$ cat src/rtl/controls_pkg.sv
// shared definitions for the controller path
// pad key positions, stick thresholds, adapter types and coin pulse length

`default_nettype none

package controls_pkg;

    typedef logic [15:0] keys_t;
    typedef logic [31:0] joy_t;

    // key bitmap positions of the host pads
    localparam int KEY_UP     = 0;
    localparam int KEY_DOWN   = 1;
    localparam int KEY_LEFT   = 2;
    localparam int KEY_RIGHT  = 3;
    localparam int KEY_A      = 4;
    localparam int KEY_SELECT = 14;
    localparam int KEY_START  = 15;

    // stick idles near 0x7f, so these leave a wide dead zone
    localparam logic [7:0] STICK_LOW  = 8'h40;
    localparam logic [7:0] STICK_HIGH = 8'hC0;

    // adapter controller types
    typedef logic [4:0] cont_type_t;
    localparam cont_type_t CONT_NONE     = 5'h00;
    localparam cont_type_t CONT_ANALOG_A = 5'h12;
    localparam cont_type_t CONT_ANALOG_B = 5'h13;

    typedef logic [1:0] assign_t;

    // up, down, left, right, fire, start, coin
    typedef logic [6:0] core_ctrl_t;

    localparam int COIN_PULSE_CYCLES = 32;
    localparam int COIN_CNT_W        = 6;

endpackage

`default_nettype wire

$ cat src/rtl/core_pkg.sv
// shared definitions for the core side of the shell
// bridge address map, DIP fields, video colour words and reset hold length
// imported by the settings, reset and video blocks

`default_nettype none

package core_pkg;

    //////////////////////////////////////////////////////////////////////
    // bridge bus
    //////////////////////////////////////////////////////////////////////

    typedef logic [31:0] bridge_addr_t;
    typedef logic [31:0] bridge_data_t;

    // write addresses, exact match
    localparam bridge_addr_t ADDR_LIVES        = 32'h2000_0000;
    localparam bridge_addr_t ADDR_DIFFICULTY   = 32'h3000_0000;
    localparam bridge_addr_t ADDR_BONUS        = 32'h4000_0000;
    localparam bridge_addr_t ADDR_DEMO_SOUNDS  = 32'h5000_0000;
    localparam bridge_addr_t ADDR_ADAPTER_ENA  = 32'hF200_0000;
    localparam bridge_addr_t ADDR_RESET_TOGGLE = 32'h8000_0000;

    // dip switch fields
    typedef logic [1:0]  lives_t;
    typedef logic [2:0]  difficulty_t;
    typedef logic [2:0]  bonus_t;
    typedef logic [15:0] dipsw_t;

    // video
    typedef logic [11:0] rgb12_t;
    typedef logic [23:0] rgb24_t;

    // manual reset, short enough for simulation
    localparam int RESET_HOLD_CYCLES = 64;
    localparam int RESET_CNT_W       = 7;

endpackage

`default_nettype wire

$ cat src/rtl/snac_if.sv
// adapter controller state as seen by the router
// levels only, driven from the top-level ports

`timescale 1ns/1ns
`default_nettype none

interface snac_if;
    import controls_pkg::*;

    keys_t      p1_btn;
    keys_t      p2_btn;
    joy_t       p1_joy;
    joy_t       p2_joy;
    cont_type_t cont_type;
    assign_t    assignment;

    modport source (output p1_btn, p2_btn, p1_joy, p2_joy, cont_type, assignment);
    modport sink   (input  p1_btn, p2_btn, p1_joy, p2_joy, cont_type, assignment);

endinterface

`default_nettype wire

$ cat src/rtl/bridge_settings.sv
// settings registers written by the host over the bridge
// packs the dip word for the core and serves the read-back mux

`timescale 1ns/1ns
`default_nettype none

module bridge_settings (
    input  wire                     clk_74a,
    input  wire                     arst_n,
    input  core_pkg::bridge_addr_t  bridge_addr,
    input  wire                     bridge_wr,
    input  core_pkg::bridge_data_t  bridge_wr_data,
    output core_pkg::bridge_data_t  bridge_rd_data,
    output core_pkg::dipsw_t        core_dipsw,
    output logic                    adapter_ena,
    output logic                    reset_toggle
);
    import core_pkg::*;

    lives_t      lives;
    difficulty_t difficulty;
    bonus_t      bonus;
    logic        demo_sounds;

    // write decode, exact address match
    always_ff @(posedge clk_74a or negedge arst_n) begin
        if (!arst_n) begin
            lives        <= '0;
            difficulty   <= '0;
            bonus        <= '0;
            demo_sounds  <= 1'b0;
            adapter_ena  <= 1'b0;
            reset_toggle <= 1'b0;
        end else if (bridge_wr) begin
            case (bridge_addr)
                ADDR_LIVES:        lives        <= bridge_wr_data[1:0];
                ADDR_DIFFICULTY:   difficulty   <= bridge_wr_data[2:0];
                ADDR_BONUS:        bonus        <= bridge_wr_data[2:0];
                ADDR_DEMO_SOUNDS:  demo_sounds  <= bridge_wr_data[0];
                ADDR_ADAPTER_ENA:  adapter_ena  <= bridge_wr_data[0];
                // data ignored, any write flips it
                ADDR_RESET_TOGGLE: reset_toggle <= ~reset_toggle;
                default: ;
            endcase
        end
    end

    // high byte: difficulty over bonus
    // low byte: demo sounds at top, lives at 5:4
    assign core_dipsw = {2'b00, difficulty, bonus, demo_sounds, 1'b0, lives, 4'b0000};

    // read-back, only the adapter enable is visible
    always_comb begin
        case (bridge_addr)
            ADDR_ADAPTER_ENA: bridge_rd_data = {31'b0, adapter_ena};
            default:          bridge_rd_data = '0;
        endcase
    end

endmodule

`default_nettype wire

$ cat src/rtl/coin_pulse.sv
// stretches a coin button release into a long pulse for the core
// edges that land during a pulse are dropped

`timescale 1ns/1ns
`default_nettype none

module coin_pulse (
    input  wire  clk_74a,
    input  wire  arst_n,
    input  wire  coin_key,
    output logic coin
);
    import controls_pkg::*;

    logic                  key_q;
    logic                  key_qq;
    logic [COIN_CNT_W-1:0] pulse_cnt;

    always_ff @(posedge clk_74a or negedge arst_n) begin
        if (!arst_n) begin
            key_q     <= 1'b0;
            key_qq    <= 1'b0;
            pulse_cnt <= '0;
        end else begin
            key_q  <= coin_key;
            key_qq <= key_q;
            if (pulse_cnt != '0)
                pulse_cnt <= pulse_cnt - 1'b1;
            // release of the button
            else if (key_qq && !key_q)
                pulse_cnt <= COIN_CNT_W'(COIN_PULSE_CYCLES);
        end
    end

    assign coin = (pulse_cnt != '0);

endmodule

`default_nettype wire

$ cat src/rtl/control_router.sv
// routes host pads or adapter pads onto the two core players
// analog adapters get their d-pad from stick thresholds

`timescale 1ns/1ns
`default_nettype none

module control_router (
    input  wire                 clk_74a,
    input  wire                 arst_n,
    snac_if.sink                snac,
    input  wire                 adapter_ena,
    input  controls_pkg::keys_t cont1_key,
    input  controls_pkg::keys_t cont2_key,
    output controls_pkg::keys_t player_1,
    output controls_pkg::keys_t player_2
);
    import controls_pkg::*;

    // left stick only, y in 15:8, x in 7:0
    function automatic logic [3:0] stick_dpad(input joy_t joy);
        logic [3:0] d;
        d[KEY_UP]    = joy[15:8] < STICK_LOW;
        d[KEY_DOWN]  = joy[15:8] > STICK_HIGH;
        d[KEY_LEFT]  = joy[7:0] < STICK_LOW;
        d[KEY_RIGHT] = joy[7:0] > STICK_HIGH;
        return d;
    endfunction

    // adapter buttons with the d-pad bits swapped in
    function automatic keys_t with_dpad(input keys_t btn, input logic [3:0] d);
        return {btn[15:4], d};
    endfunction

    logic       is_analog;
    logic       use_snac;
    assign_t    assign_q;
    keys_t      cont1_q;
    keys_t      cont2_q;
    keys_t      p1_btn_q;
    keys_t      p2_btn_q;
    logic [3:0] p1_dpad;
    logic [3:0] p2_dpad;

    assign is_analog = (snac.cont_type == CONT_ANALOG_A) || (snac.cont_type == CONT_ANALOG_B);

    //////////////////////////////////////////////////////////////////////
    // stage one
    //////////////////////////////////////////////////////////////////////

    // everything goes through here so both paths see two cycles
    always_ff @(posedge clk_74a or negedge arst_n) begin
        if (!arst_n) begin
            use_snac <= 1'b0;
            assign_q <= '0;
            cont1_q  <= '0;
            cont2_q  <= '0;
            p1_btn_q <= '0;
            p2_btn_q <= '0;
            p1_dpad  <= '0;
            p2_dpad  <= '0;
        end else begin
            use_snac <= adapter_ena && (snac.cont_type != CONT_NONE);
            assign_q <= snac.assignment;
            cont1_q  <= cont1_key;
            cont2_q  <= cont2_key;
            p1_btn_q <= snac.p1_btn;
            p2_btn_q <= snac.p2_btn;
            p1_dpad  <= is_analog ? stick_dpad(snac.p1_joy) : snac.p1_btn[3:0];
            p2_dpad  <= is_analog ? stick_dpad(snac.p2_joy) : snac.p2_btn[3:0];
        end
    end

    //////////////////////////////////////////////////////////////////////
    // stage two
    //////////////////////////////////////////////////////////////////////

    always_ff @(posedge clk_74a or negedge arst_n) begin
        if (!arst_n) begin
            player_1 <= '0;
            player_2 <= '0;
        end else if (!use_snac) begin
            player_1 <= cont1_q;
            player_2 <= cont2_q;
        end else begin
            case (assign_q)
                2'd0: begin
                    player_1 <= with_dpad(p1_btn_q, p1_dpad);
                    player_2 <= cont1_q;
                end
                // adapter 1 passed raw to player 2
                2'd1: begin
                    player_1 <= cont1_q;
                    player_2 <= p1_btn_q;
                end
                2'd2: begin
                    player_1 <= with_dpad(p1_btn_q, p1_dpad);
                    player_2 <= with_dpad(p2_btn_q, p2_dpad);
                end
                default: begin
                    player_1 <= with_dpad(p2_btn_q, p2_dpad);
                    player_2 <= with_dpad(p1_btn_q, p1_dpad);
                end
            endcase
        end
    end

endmodule

`default_nettype wire

$ cat src/rtl/reset_stretch.sv
// turns each flip of the bridge reset toggle into a fixed-length core reset
// toggles seen while the reset is active are dropped

`timescale 1ns/1ns
`default_nettype none

module reset_stretch (
    input  wire  clk_74a,
    input  wire  arst_n,
    input  wire  reset_toggle,
    output logic core_reset
);
    import core_pkg::*;

    logic                   last_toggle;
    logic [RESET_CNT_W-1:0] hold_cnt;

    always_ff @(posedge clk_74a or negedge arst_n) begin
        if (!arst_n) begin
            last_toggle <= 1'b0;
            hold_cnt    <= '0;
            core_reset  <= 1'b0;
        end else begin
            // always track, so a flip during the hold is absorbed
            last_toggle <= reset_toggle;
            if (!core_reset && (reset_toggle != last_toggle)) begin
                core_reset <= 1'b1;
                hold_cnt   <= RESET_CNT_W'(RESET_HOLD_CYCLES - 1);
            end else if (core_reset) begin
                if (hold_cnt == '0)
                    core_reset <= 1'b0;
                else
                    hold_cnt <= hold_cnt - 1'b1;
            end
        end
    end

endmodule

`default_nettype wire

$ cat src/rtl/starforce_shell.sv
// glue between the host bridge, pads, adapter and the arcade core
// all logic runs on clk_74a; the adapter status comes in as plain inputs

`timescale 1ns/1ns
`default_nettype none

module starforce_shell (
    input  wire                         clk_74a,
    input  wire                         arst_n,
    // bridge
    input  core_pkg::bridge_addr_t      bridge_addr,
    input  wire                         bridge_wr,
    input  core_pkg::bridge_data_t      bridge_wr_data,
    output core_pkg::bridge_data_t      bridge_rd_data,
    // host pads
    input  controls_pkg::keys_t         cont1_key,
    input  controls_pkg::keys_t         cont2_key,
    // adapter state
    input  controls_pkg::keys_t         snac_p1_btn,
    input  controls_pkg::keys_t         snac_p2_btn,
    input  controls_pkg::joy_t          snac_p1_joy,
    input  controls_pkg::joy_t          snac_p2_joy,
    input  controls_pkg::cont_type_t    snac_cont_type,
    input  controls_pkg::assign_t       snac_assignment,
    input  wire                         snac_blank_screen,
    // core video
    input  core_pkg::rgb12_t            core_rgb,
    input  wire                         core_hblank,
    input  wire                         core_vblank,
    input  wire                         core_hs,
    input  wire                         core_vs,
    // scaler video
    output core_pkg::rgb24_t            video_rgb,
    output logic                        video_de,
    output logic                        video_hs,
    output logic                        video_vs,
    // to the core
    output controls_pkg::core_ctrl_t    core_controls,
    output controls_pkg::keys_t         player_2,
    output core_pkg::dipsw_t            core_dipsw,
    output logic                        core_reset
);
    import controls_pkg::*;

    logic  adapter_ena;
    logic  reset_toggle;
    logic  coin;
    keys_t player_1;

    snac_if snac_bus ();

    assign snac_bus.p1_btn     = snac_p1_btn;
    assign snac_bus.p2_btn     = snac_p2_btn;
    assign snac_bus.p1_joy     = snac_p1_joy;
    assign snac_bus.p2_joy     = snac_p2_joy;
    assign snac_bus.cont_type  = snac_cont_type;
    assign snac_bus.assignment = snac_assignment;

    bridge_settings bridge_settings_inst (
        .clk_74a        (clk_74a),
        .arst_n         (arst_n),
        .bridge_addr    (bridge_addr),
        .bridge_wr      (bridge_wr),
        .bridge_wr_data (bridge_wr_data),
        .bridge_rd_data (bridge_rd_data),
        .core_dipsw     (core_dipsw),
        .adapter_ena    (adapter_ena),
        .reset_toggle   (reset_toggle)
    );

    reset_stretch reset_stretch_inst (
        .clk_74a      (clk_74a),
        .arst_n       (arst_n),
        .reset_toggle (reset_toggle),
        .core_reset   (core_reset)
    );

    control_router control_router_inst (
        .clk_74a     (clk_74a),
        .arst_n      (arst_n),
        .snac        (snac_bus.sink),
        .adapter_ena (adapter_ena),
        .cont1_key   (cont1_key),
        .cont2_key   (cont2_key),
        .player_1    (player_1),
        .player_2    (player_2)
    );

    // coin follows the routed player 1 select key
    coin_pulse coin_pulse_inst (
        .clk_74a  (clk_74a),
        .arst_n   (arst_n),
        .coin_key (player_1[KEY_SELECT]),
        .coin     (coin)
    );

    video_formatter video_formatter_inst (
        .clk_74a      (clk_74a),
        .arst_n       (arst_n),
        .core_rgb     (core_rgb),
        .core_hblank  (core_hblank),
        .core_vblank  (core_vblank),
        .core_hs      (core_hs),
        .core_vs      (core_vs),
        .blank_screen (snac_blank_screen),
        .adapter_ena  (adapter_ena),
        .video_rgb    (video_rgb),
        .video_de     (video_de),
        .video_hs     (video_hs),
        .video_vs     (video_vs)
    );

    // core order, msb first: up down left right fire start coin
    assign core_controls = {player_1[KEY_UP], player_1[KEY_DOWN], player_1[KEY_LEFT],
                            player_1[KEY_RIGHT], player_1[KEY_A], player_1[KEY_START], coin};

endmodule

`default_nettype wire

$ cat src/rtl/video_formatter.sv
// formats core video for the scaler
// 4-bit colour doubled to 8 bits, blanking and one-cycle sync pulses

`timescale 1ns/1ns
`default_nettype none

module video_formatter (
    input  wire                clk_74a,
    input  wire                arst_n,
    input  core_pkg::rgb12_t   core_rgb,
    input  wire                core_hblank,
    input  wire                core_vblank,
    input  wire                core_hs,
    input  wire                core_vs,
    input  wire                blank_screen,
    input  wire                adapter_ena,
    output core_pkg::rgb24_t   video_rgb,
    output logic               video_de,
    output logic               video_hs,
    output logic               video_vs
);
    import core_pkg::*;

    rgb12_t rgb_src;
    logic   hs_prev;
    logic   vs_prev;

    // handheld screen goes black while the adapter drives a display
    assign rgb_src = (blank_screen && adapter_ena) ? '0 : core_rgb;

    always_ff @(posedge clk_74a or negedge arst_n) begin
        if (!arst_n) begin
            video_rgb <= '0;
            video_de  <= 1'b0;
            video_hs  <= 1'b0;
            video_vs  <= 1'b0;
            hs_prev   <= 1'b0;
            vs_prev   <= 1'b0;
        end else begin
            if (core_hblank || core_vblank) begin
                video_rgb <= '0;
                video_de  <= 1'b0;
            end else begin
                video_rgb <= {{2{rgb_src[11:8]}}, {2{rgb_src[7:4]}}, {2{rgb_src[3:0]}}};
                video_de  <= 1'b1;
            end
            // scaler wants a single-cycle sync
            video_hs <= core_hs && !hs_prev;
            video_vs <= core_vs && !vs_prev;
            hs_prev  <= core_hs;
            vs_prev  <= core_vs;
        end
    end

endmodule

`default_nettype wire

$ cat config.mk
export PLATFORM = sky130hd
export DESIGN_NAME = starforce_shell
export DESIGN_NICKNAME = d
export VERILOG_FILES = /design/src/rtl/controls_pkg.sv /design/src/rtl/core_pkg.sv /design/src/rtl/snac_if.sv /design/src/rtl/bridge_settings.sv /design/src/rtl/coin_pulse.sv /design/src/rtl/control_router.sv /design/src/rtl/reset_stretch.sv /design/src/rtl/starforce_shell.sv /design/src/rtl/video_formatter.sv
export SDC_FILE = /design/constraint.sdc
export NUM_CORES = 1
export LEC_CHECK = 0
export BUFFER_PORTS_ARGS = -buffer_cell sky130_fd_sc_hd__buf_2
export CAP_MARGIN = 25
export CELL_PAD_IN_SITES_DETAIL_PLACEMENT = 0
export CELL_PAD_IN_SITES_GLOBAL_PLACEMENT = 1
export CORE_MARGIN = 4
export CORE_UTILIZATION = 30
export CTS_BUF_LIST = sky130_fd_sc_hd__clkbuf_2
export DETAILED_ROUTE_END_ITERATION = 6
export GPL_ROUTABILITY_DRIVEN = 0
export PLACE_DENSITY = 0.81
export SLEW_MARGIN = 20
export SYNTH_ARGS = -nofsm -noshare
export SYNTH_HDL_FRONTEND = slang
export SYNTH_SLANG_ARGS = --single-unit
$ cat constraint.sdc
create_clock -name clk_74a -period 2.05 [get_ports clk_74a]
set_input_delay 0.1025 -clock clk_74a [delete_from_list [all_inputs] [get_ports clk_74a]]
set_output_delay 0.1025 -clock clk_74a [all_outputs]
set_load 0.02 [all_outputs]
==> results of run 1 <==
-- kinds of logic after synthesis --
| logic type | count (synthesis) | share of synthesized area, % |
|---|---|---|
| compound gates | 54 | 6.102 |
| mux | 43 | 9.563 |
| xor+xnor | 4 | 0.6376 |
| buf+inv | 70 | 8.356 |
| flops | 139 | 63.30 |
| simple gates | 109 | 11.52 |
| fa+ha+maj | 2 | 0.4553 |
| other cells | 1 | 0.06824 |
-- stage by stage --
| step | setup slack (ns) | instances | hold slack (ns) |
|---|---|---|---|
| after floorplan | 0.1466 | 459 | -0.1931 |
| after global placement | 0.2272 | 857 | 0.1089 |
| after detailed placement | 0.2088 | 857 | 0.1090 |
==> reports/metrics.cfg, run 1 <==
[yosys]
synth.largest_area_cell = dfrtp_1
synthCells = 422
synth_area_mm2 = 0.005495
ys_ff_latch = 139
yosys-top-cells-area = dfrtp_1, buf_4, mux2_2, mux2i_1, o21ai_0
synth_seq_area_share_pct = 63.30
yosysMostFrequentCell = dfrtp_1
synth_area_per_cell_um2 = 13.02
yosys_warnings = 0
synth_top_area_share_pct = 63.30
synth_edf_count = 0
synth_common_cells = dfrtp_1, buf_4, nand2_1, mux2_2, o21ai_0
synth_cell_types = 49
synth_flop_cell = dfrtp_1
ys_async_sr_fraction_pct = 100.0

[run_status]
outcome = did not finish
stop_error = [ERROR RSZ-0060] Max buffer count reached.
stop_stage = 4_1_cts

[clocking]
clk_root_buffer_cell = clkbuf_2
cts_sinks = 139
clk_path_buf_depth = 2
hold_buffers = 181
cts-buffers-inserted = 17
cts_resized = 2
htreeDepth = 4
postCtsSetupRepairBufs = 2

[floorplan]
io_pins = 318
die_w_um = 143.3
rows = 49
die_h_um = 143.3
start_util_pct = 30.59

[placement]
placed_cell_area_mm2 = 0.006715
portBuffers = 218
dp_hpwl_um = 10030

==> run 2: changes to the inputs <==
CELL_PAD_IN_SITES_DETAIL_PLACEMENT = unset   (was 0)
CELL_PAD_IN_SITES_GLOBAL_PLACEMENT = unset   (was 1)
CORE_UTILIZATION = 40   (was 30)
CTS_BUF_LIST = unset   (was sky130_fd_sc_hd__clkbuf_2)
PLACE_DENSITY = unset   (was 0.81)
PLACE_DENSITY_LB_ADDON = 0.15   (was unset)
clock period = 2.7 ns   (was 2.05 ns; I/O delays follow)
==> reports/metrics.cfg, run 2 <==
[setup_path]
cp_max_fo = 5
cp.required_ns = 2.99
crit_path_end_kind = flop
reg2reg_from = reset_stretch_inst.hold_cnt[1]$_DFFE_PN0P_
crit_start = reset_stretch_inst.hold_cnt[1]$_DFFE_PN0P_
cp.arrival_ns = 2.40
cp-start-kind = flop
crit_type = flop to flop

[clocking]
cts-buffers-inserted = 17  ; unchanged
clkLatencyLatePin_ns = 0.42
htreeDepth = 4  ; unchanged
clk_path_buf_depth = 2  ; unchanged
cts_sinks = 139  ; unchanged
clkSlewWorstSetupHoldPaths_ns = 0.06
postCtsSetupRepairBufs = 0  ; was 2
cts_tree = done
clk_root_buffer_cell = clkbuf_16  ; was clkbuf_2

[timing]
skew_ns = 0.01103
finalHoldViolations = 0
timing.final.max_slew_violations = 0
max_freq_mhz = 474.4
slew_headroom_pct = 56.13
worstMarginPinSlew_ns = 0.6521
grt_setup_unrepaired = no
fin_crit_sh_pct = 78.08
tns_ns = 0
setup_viol = 0
finalCriticalPeriod_ns = 2.108

[yosys]
synth_seq_area_share_pct = 63.30  ; unchanged
synth_top_area_share_pct = 63.30  ; unchanged
synth_cell_types = 49  ; unchanged
yosysMostFrequentCell = dfrtp_1  ; unchanged
synth_simple_gate_area_share_pct = 11.52  ; unchanged
synth_flop_cell = dfrtp_1  ; unchanged
synth.largest_area_cell = dfrtp_1  ; unchanged
synthCells = 422  ; unchanged
synth_area_per_cell_um2 = 13.02  ; unchanged
synth_xor_area_share_pct = 0.6375  ; unchanged
ys_ff_latch = 139  ; unchanged
synth_edf_count = 0  ; unchanged
synth_area_mm2 = 0.005495  ; unchanged
yosys_warnings = 0  ; unchanged
synth_top_family_by_area = simple AND/OR/NAND/NOR gates  ; unchanged
muxShareOfSynthArea_pct = 9.563  ; unchanged
yosys-top-cells-area = dfrtp_1, buf_4, mux2_2, mux2i_1, o21ai_0  ; unchanged
synth_fa_ha_area_share_pct = 0.4554  ; unchanged
synth_common_cells = dfrtp_1, buf_4, nand2_1, mux2_2, o21ai_0  ; unchanged
ys_async_sr_fraction_pct = 100.0  ; unchanged
synth-compound-area-share_pct = 6.102  ; unchanged

[drt]
viasPerCell = 4.570
wl_per_cell_um = 14.82
drc = 0
drt_wl_total_um = 13620
ant_nets = 0
num_vias = 4200
drt_iter0_drc = 115
firstDrtPassIters = 4

[floorplan]
die_h_um = 125.2  ; was 143.3 µm
rows = 42  ; was 49
start_util_pct = 41.17  ; was 30.59%
die_w_um = 125.2  ; was 143.3 µm
die-area_mm2 = 0.01568
core_area_mm2 = 0.01335
io_pins = 318  ; unchanged

[placement]
portBuffers = 218  ; unchanged
dp_hpwl_um = 9570  ; was 10030 µm

[power_and_ir_drop]
pwr-share-clk_pct = 45.6
switching_share_pct = 23.42
internal_power_mw = 4.133
vdd_ir_drop_max_mv = 0.4351
leakage_nw = 4.057
seqPwrFrac_pct = 42.6
power_frac_comb_pct = 11.8
p_per_area_mw_per_mm2 = 663.5
switching_power_mw = 1.264

[global_routing]
grt_first_pass_wirelength_um = 22040
grt_max_degree = 64
grt_pass1_vias = 4614
antenna_found_initial = 0
track_usage_pct = 17.85
grt_overflow_total = 0

[layout]
final_nets = 951
area_growth_pct = 48.02
final_core_util_pct = 60.94
layout_common_cells = buf_2, dfrtp_1, dlygate4sd3_1
diodes = 0
final_layout_size_suffix_gt1_share_pct = 40.38
layout_commonest_cell = buf_2

[job]
drv_cap = 0

[hold_path]
min_from = bridge_wr_data[0]
hold_class = input pin to flop

[run_status]
outcome = finished clean  ; was did not finish

[run 2: cell counts after synthesis]
No cell type changed its count.
[run 2: path summary, 6_finish.rpt]
check                                                                 end  slack (ns)  cells past startpoint
min in group asynchronous       control_router_inst.p1_btn_q[6]$_DFF_PN0_        0.23                      2
hold reg to reg                           coin_pulse_inst.key_q$_DFF_PN0_        0.35                      0
hold / removal             bridge_settings_inst.difficulty[0]$_DFFE_PN0P_        0.03                      2
setup reg to reg               reset_stretch_inst.hold_cnt[0]$_DFFE_PN0P_        0.59                      6
setup / recovery               reset_stretch_inst.hold_cnt[0]$_DFFE_PN0P_        0.59                      6
max in group asynchronous    bridge_settings_inst.demo_sounds$_DFFE_PN0P_        1.73                      3
[run 2: area by class of cell]
type | count | area, µm²
inverters | 7 | 26.28
flip-flops and latches | 139 | 3478
well taps | 176 | 220.2
clock inverters | 13 | 188.9
repair buffers | 315 | 2066
fillers | 1067 | 5214
clock buffers | 19 | 452.9
multi-input cells | 250 | 1702
[run 2: cell families after synthesis]
kind of cell,after synthesis
flip-flops,139
AO/OA/AOI/OAI,54
buffers and inverters,70
other,1
adder cells (fa/ha/maj),2
multiplexers,43
AND/OR/NAND/NOR,109
XOR/XNOR,4
[run 2: repair_timing]
| action | CTS | global route |
|---|---|---|
| resized for setup | 0 | 0 |
| hold buffers | 91 | 0 |
| endpoints found under the hold margin | 139 | 0 |
[run 2: critical path, cell delays in order (launching register included)]
cell,delay [ns]
dfrtp_1,0.38
inv_1,0.08
ha_1,0.24
or3b_2,0.51
o41ai_2,0.38
nand2_1,0.12
mux2_2,0.27
[run 2: metal layers]
layer / vias to the layer above / part of all wire, % / wire length, µm / global-route usage [%]
met5: - / 0 / 0 / 0
met4: 0 / 1.7 / 237 / 7.079
met1: 2014 / 37 / 5041 / 19.43
li1: 2002 / - / - / -
met3: 21 / 6.3 / 857 / 5.032
met2: 163 / 55 / 7479 / 32.74
[run 2: per-stage QoR]
step	std cells	setup slack, ns	area [µm²]	hold slack (ns)	total power [mW]
floorplan	459	0.7966	5634	-0.1606	2.662
detailed placement	796	0.6583	6576	0.09820	2.870
global placement	796	0.6914	6576	0.08867	2.850
finish	919	0.5920	8134	0.02794	5.397
CTS	919	0.5867	8129	0.006464	5.457
global route	919	0.4517	8134	0.02624	5.642
[run 2: power by group through the flow]
stage          Combinational [mW]  Clock [mW]  Sequential (mW)
4_1_cts                     0.643        2.52             2.30
2_1_floorplan               0.318           0             2.34
3_3_place_gp                0.523           0             2.33
3_5_place_dp                0.536           0             2.33
5_1_grt                     0.712        2.61             2.31
6_report                    0.639        2.46             2.30
(Power assumes the default switching activity.)
==> run 3: changes to the inputs <==
ABC_AREA = 1   (was unset)
clock period = 1.75 ns   (was 2.7 ns; I/O delays follow)
==> reports/metrics.cfg, run 3 <==
[floorplan]
core_area_mm2 = 0.01410  ; was 0.01335 mm²
rows = 43  ; was 42
die-area_mm2 = 0.01664  ; was 0.01568 mm²
die_h_um = 129.0  ; was 125.2 µm
start_util_pct = 41.53  ; was 41.17%
die_w_um = 129.0  ; was 125.2 µm
io_pins = 318  ; unchanged

[setup_path]
cp-start-kind = flop  ; unchanged
crit_start = coin_pulse_inst.pulse_cnt[0]$_DFFE_PN0P_  ; was reset_stretch_inst.hold_cnt[1]$_DFFE_PN0P_
cp.arrival_ns = 1.52  ; was 2.40 ns
cp.required_ns = 1.66  ; was 2.99 ns
crit_path_end_kind = output port  ; was flop
cp_max_fo = 4  ; was 5
crit_type = flop to output port  ; was flop to flop
r2r-end = control_router_inst.player_2[0]$_DFF_PN0_  ; was reset_stretch_inst.hold_cnt[0]$_DFFE_PN0P_
reg2reg_from = control_router_inst.assign_q[0]$_DFF_PN0_  ; was reset_stretch_inst.hold_cnt[1]$_DFFE_PN0P_
reg2reg_depth = 6  ; unchanged
r2r_setup_slack_ns = 0.20  ; was 0.59 ns

[layout]
multiInputGateArea_mm2 = 0.001847  ; was 0.001702 mm²
ff_latch_area_mm2 = 0.003478  ; unchanged
final_layout_size_suffix_gt1_share_pct = 29.93  ; was 40.38%
diodes = 0  ; unchanged
fillCellCount = 1175  ; was 1067
layout_commonest_cell = buf_2  ; unchanged
layout_common_cells = buf_2, nand2_1, dfrtp_1  ; was buf_2, dfrtp_1, dlygate4sd3_1
final_nets = 1157  ; was 951
area_growth_pct = 45.86  ; was 48.02%

[clocking]
postCtsSetupRepairBufs = 0  ; unchanged
clk_root_buffer_cell = clkbuf_16  ; unchanged
cts-buffers-inserted = 17  ; unchanged
clkSlewWorstSetupHoldPaths_ns = 0.06  ; about the same
htreeDepth = 4  ; unchanged
cts_tree = done  ; unchanged
cts_sinks = 139  ; unchanged
clk_path_buf_depth = 2  ; unchanged
clkLatencyLatePin_ns = 0.41  ; was 0.42 ns

[yosys]
synth.largest_area_cell = dfrtp_1  ; unchanged
synth_area_per_cell_um2 = 9.397  ; was 13.02 µm²
synthCells = 623  ; was 422
synth_seq_area_share_pct = 59.41  ; was 63.30%
yosys_warnings = 0  ; unchanged
synth_common_cells = nand2_1, dfrtp_1, nor2_1, buf_4, nand3_1  ; was dfrtp_1, buf_4, nand2_1, mux2_2, o21ai_0
synth_area_mm2 = 0.005854  ; was 0.005495 mm²
synth_top_area_share_pct = 59.41  ; was 63.30%
synth_flop_cell = dfrtp_1  ; unchanged
yosysMostFrequentCell = nand2_1  ; was dfrtp_1
ys_ff_latch = 139  ; unchanged
ys_async_sr_fraction_pct = 100.0  ; unchanged
synth_edf_count = 0  ; unchanged
yosys-top-cells-area = dfrtp_1, nand2_1, buf_4, nor2_1, nand3_1  ; was dfrtp_1, buf_4, mux2_2, mux2i_1, o21ai_0
synth_cell_types = 35  ; was 49

[timing]
max_freq_mhz = 621.8
finalCriticalPeriod_ns = 1.608
tns_ns = 0  ; unchanged
timing.final.max_slew_violations = 0  ; unchanged
setup_slack_ns = 0.1416  ; was 0.5920 ns
skew_ns = 0.006559  ; was 0.01103 ns
fin_crit_sh_pct = 91.91
setup_viol = 0  ; unchanged
finalHoldViolations = 0  ; unchanged

[placement]
portBuffers = 218  ; unchanged
dp_hpwl_um = 10880  ; was 9570 µm
place_ws_ns = 0.1958  ; was 0.6583 ns

[power_and_ir_drop]
p_per_area_mw_per_mm2 = 975.3  ; was 663.5 mW/mm²
leakage_nw = 4.509  ; was 4.057 nW
vdd_ir_drop_max_mv = 0.6714  ; was 0.4351 mV

[hold_path]
min_from = bridge_wr  ; was bridge_wr_data[0]
min_path_cells = 3  ; was 2
hold_class = input pin to flop  ; unchanged
min_to = bridge_settings_inst.bonus[1]$_DFFE_PN0P_  ; was bridge_settings_inst.difficulty[0]$_DFFE_PN0P_

[global_routing]
grt_first_pass_wirelength_um = 24670  ; was 22040 µm
grt_max_degree = 49  ; was 64
track_usage_pct = 18.86  ; was 17.85%
grt_overflow_total = 0  ; unchanged
grt_pass1_vias = 5267  ; was 4614
antenna_found_initial = 0  ; unchanged

[drt]
num_vias = 5119  ; was 4200
ant_nets = 0  ; unchanged
drt_wl_total_um = 15490  ; was 13620 µm
firstDrtPassIters = 4  ; unchanged
wl_per_cell_um = 13.72  ; was 14.82 µm
viasPerCell = 4.534  ; was 4.570
drc = 0  ; unchanged
drt_iter0_drc = 204  ; was 115

[job]
drv_cap = 0  ; unchanged

[run_status]
outcome = finished clean  ; unchanged

==> run 3: final cells by class <==
class                      count  share of cell area, %
clock buffer                  20                  5.465
clock inverter                12                  1.890
inverter                      52                  2.315
multi-input combinational    402                  21.63
sequential                   139                  40.73
tap                          180                  2.637
timing repair buffer         324                  25.33
==> run 3: logic make-up (layout without fill, tap and decap cells) <==
logic type / count (synthesis) / after routing / share of synthesized area (%)
buf+inv: 119 / 408 / 11.46
simple gates: 293 / 293 / 21.71
xor+xnor: 1 / 1 / 0.1496
flops: 139 / 139 / 59.41
fa+ha+maj: 2 / 2 / 0.4274
other cells: 1 / 38 / 0.06405
compound gates: 68 / 68 / 6.775
==> run 3: per-stage QoR <==
stage / area (µm²) / util, % / hold WS, ns / power, mW / std cells
global route: 8539 / 60.58 / 0.03618 / 8.705 / 1129
global placement: 6928 / 49.15 / 0.04885 / 4.430 / 999
floorplan: 5993 / - / -0.2081 / 4.131 / 660
finish: 8539 / 60.58 / 0.02986 / 8.328 / 1129
detailed placement: 6928 / 49.15 / 0.05408 / 4.468 / 999
CTS: 8537 / 60.56 / 0.01437 / 8.412 / 1129
==> run 3: layer usage <==
layer	routed length, µm	GRT usage [%]
met5	0	0
met4	428	7.721
met3	1011	5.023
met2	8158	33.08
met1	5895	21.85
==> run 3: worst max-delay path, cell delays in order, from the launching register on <==
cell and delay [ns]:
dfrtp_1 0.40, inv_1 0.07, ha_1 0.13, inv_1 0.06, nor2_2 0.13, nand2_1 0.13
buf_2 0.19
==> run 3: worst max-delay path by stage <==
| stage | to | depth (start not counted) |
|---|---|---|
| final | core_controls[0] | 6 |
| after global routing | core_controls[0] | 6 |
| after CTS | core_controls[0] | 6 |
| after detailed placement | control_router_inst.player_2[3]$_DFF_PN0_ | 5 |
| after global placement | control_router_inst.player_1[1]$_DFF_PN0_ | 6 |
| after floorplan | reset_stretch_inst.hold_cnt[5]$_DFFE_PN0P_ | 9 |
==> run 3: power breakdown <==
part	switching, mW	internal, mW	total [mW]	leakage [nW]
clock network	1.36	2.37	3.73	0.311
registers	0.119	3.42	3.54	1.70
logic	0.582	0.476	1.06	2.50
==> run 3: repair_timing <==
action                                  4_1_cts  5_1_grt
hold buffers                                 98        0
resized for setup                             0        1
endpoints found under the hold margin       178        0
endpoints found under the setup margin        0        1
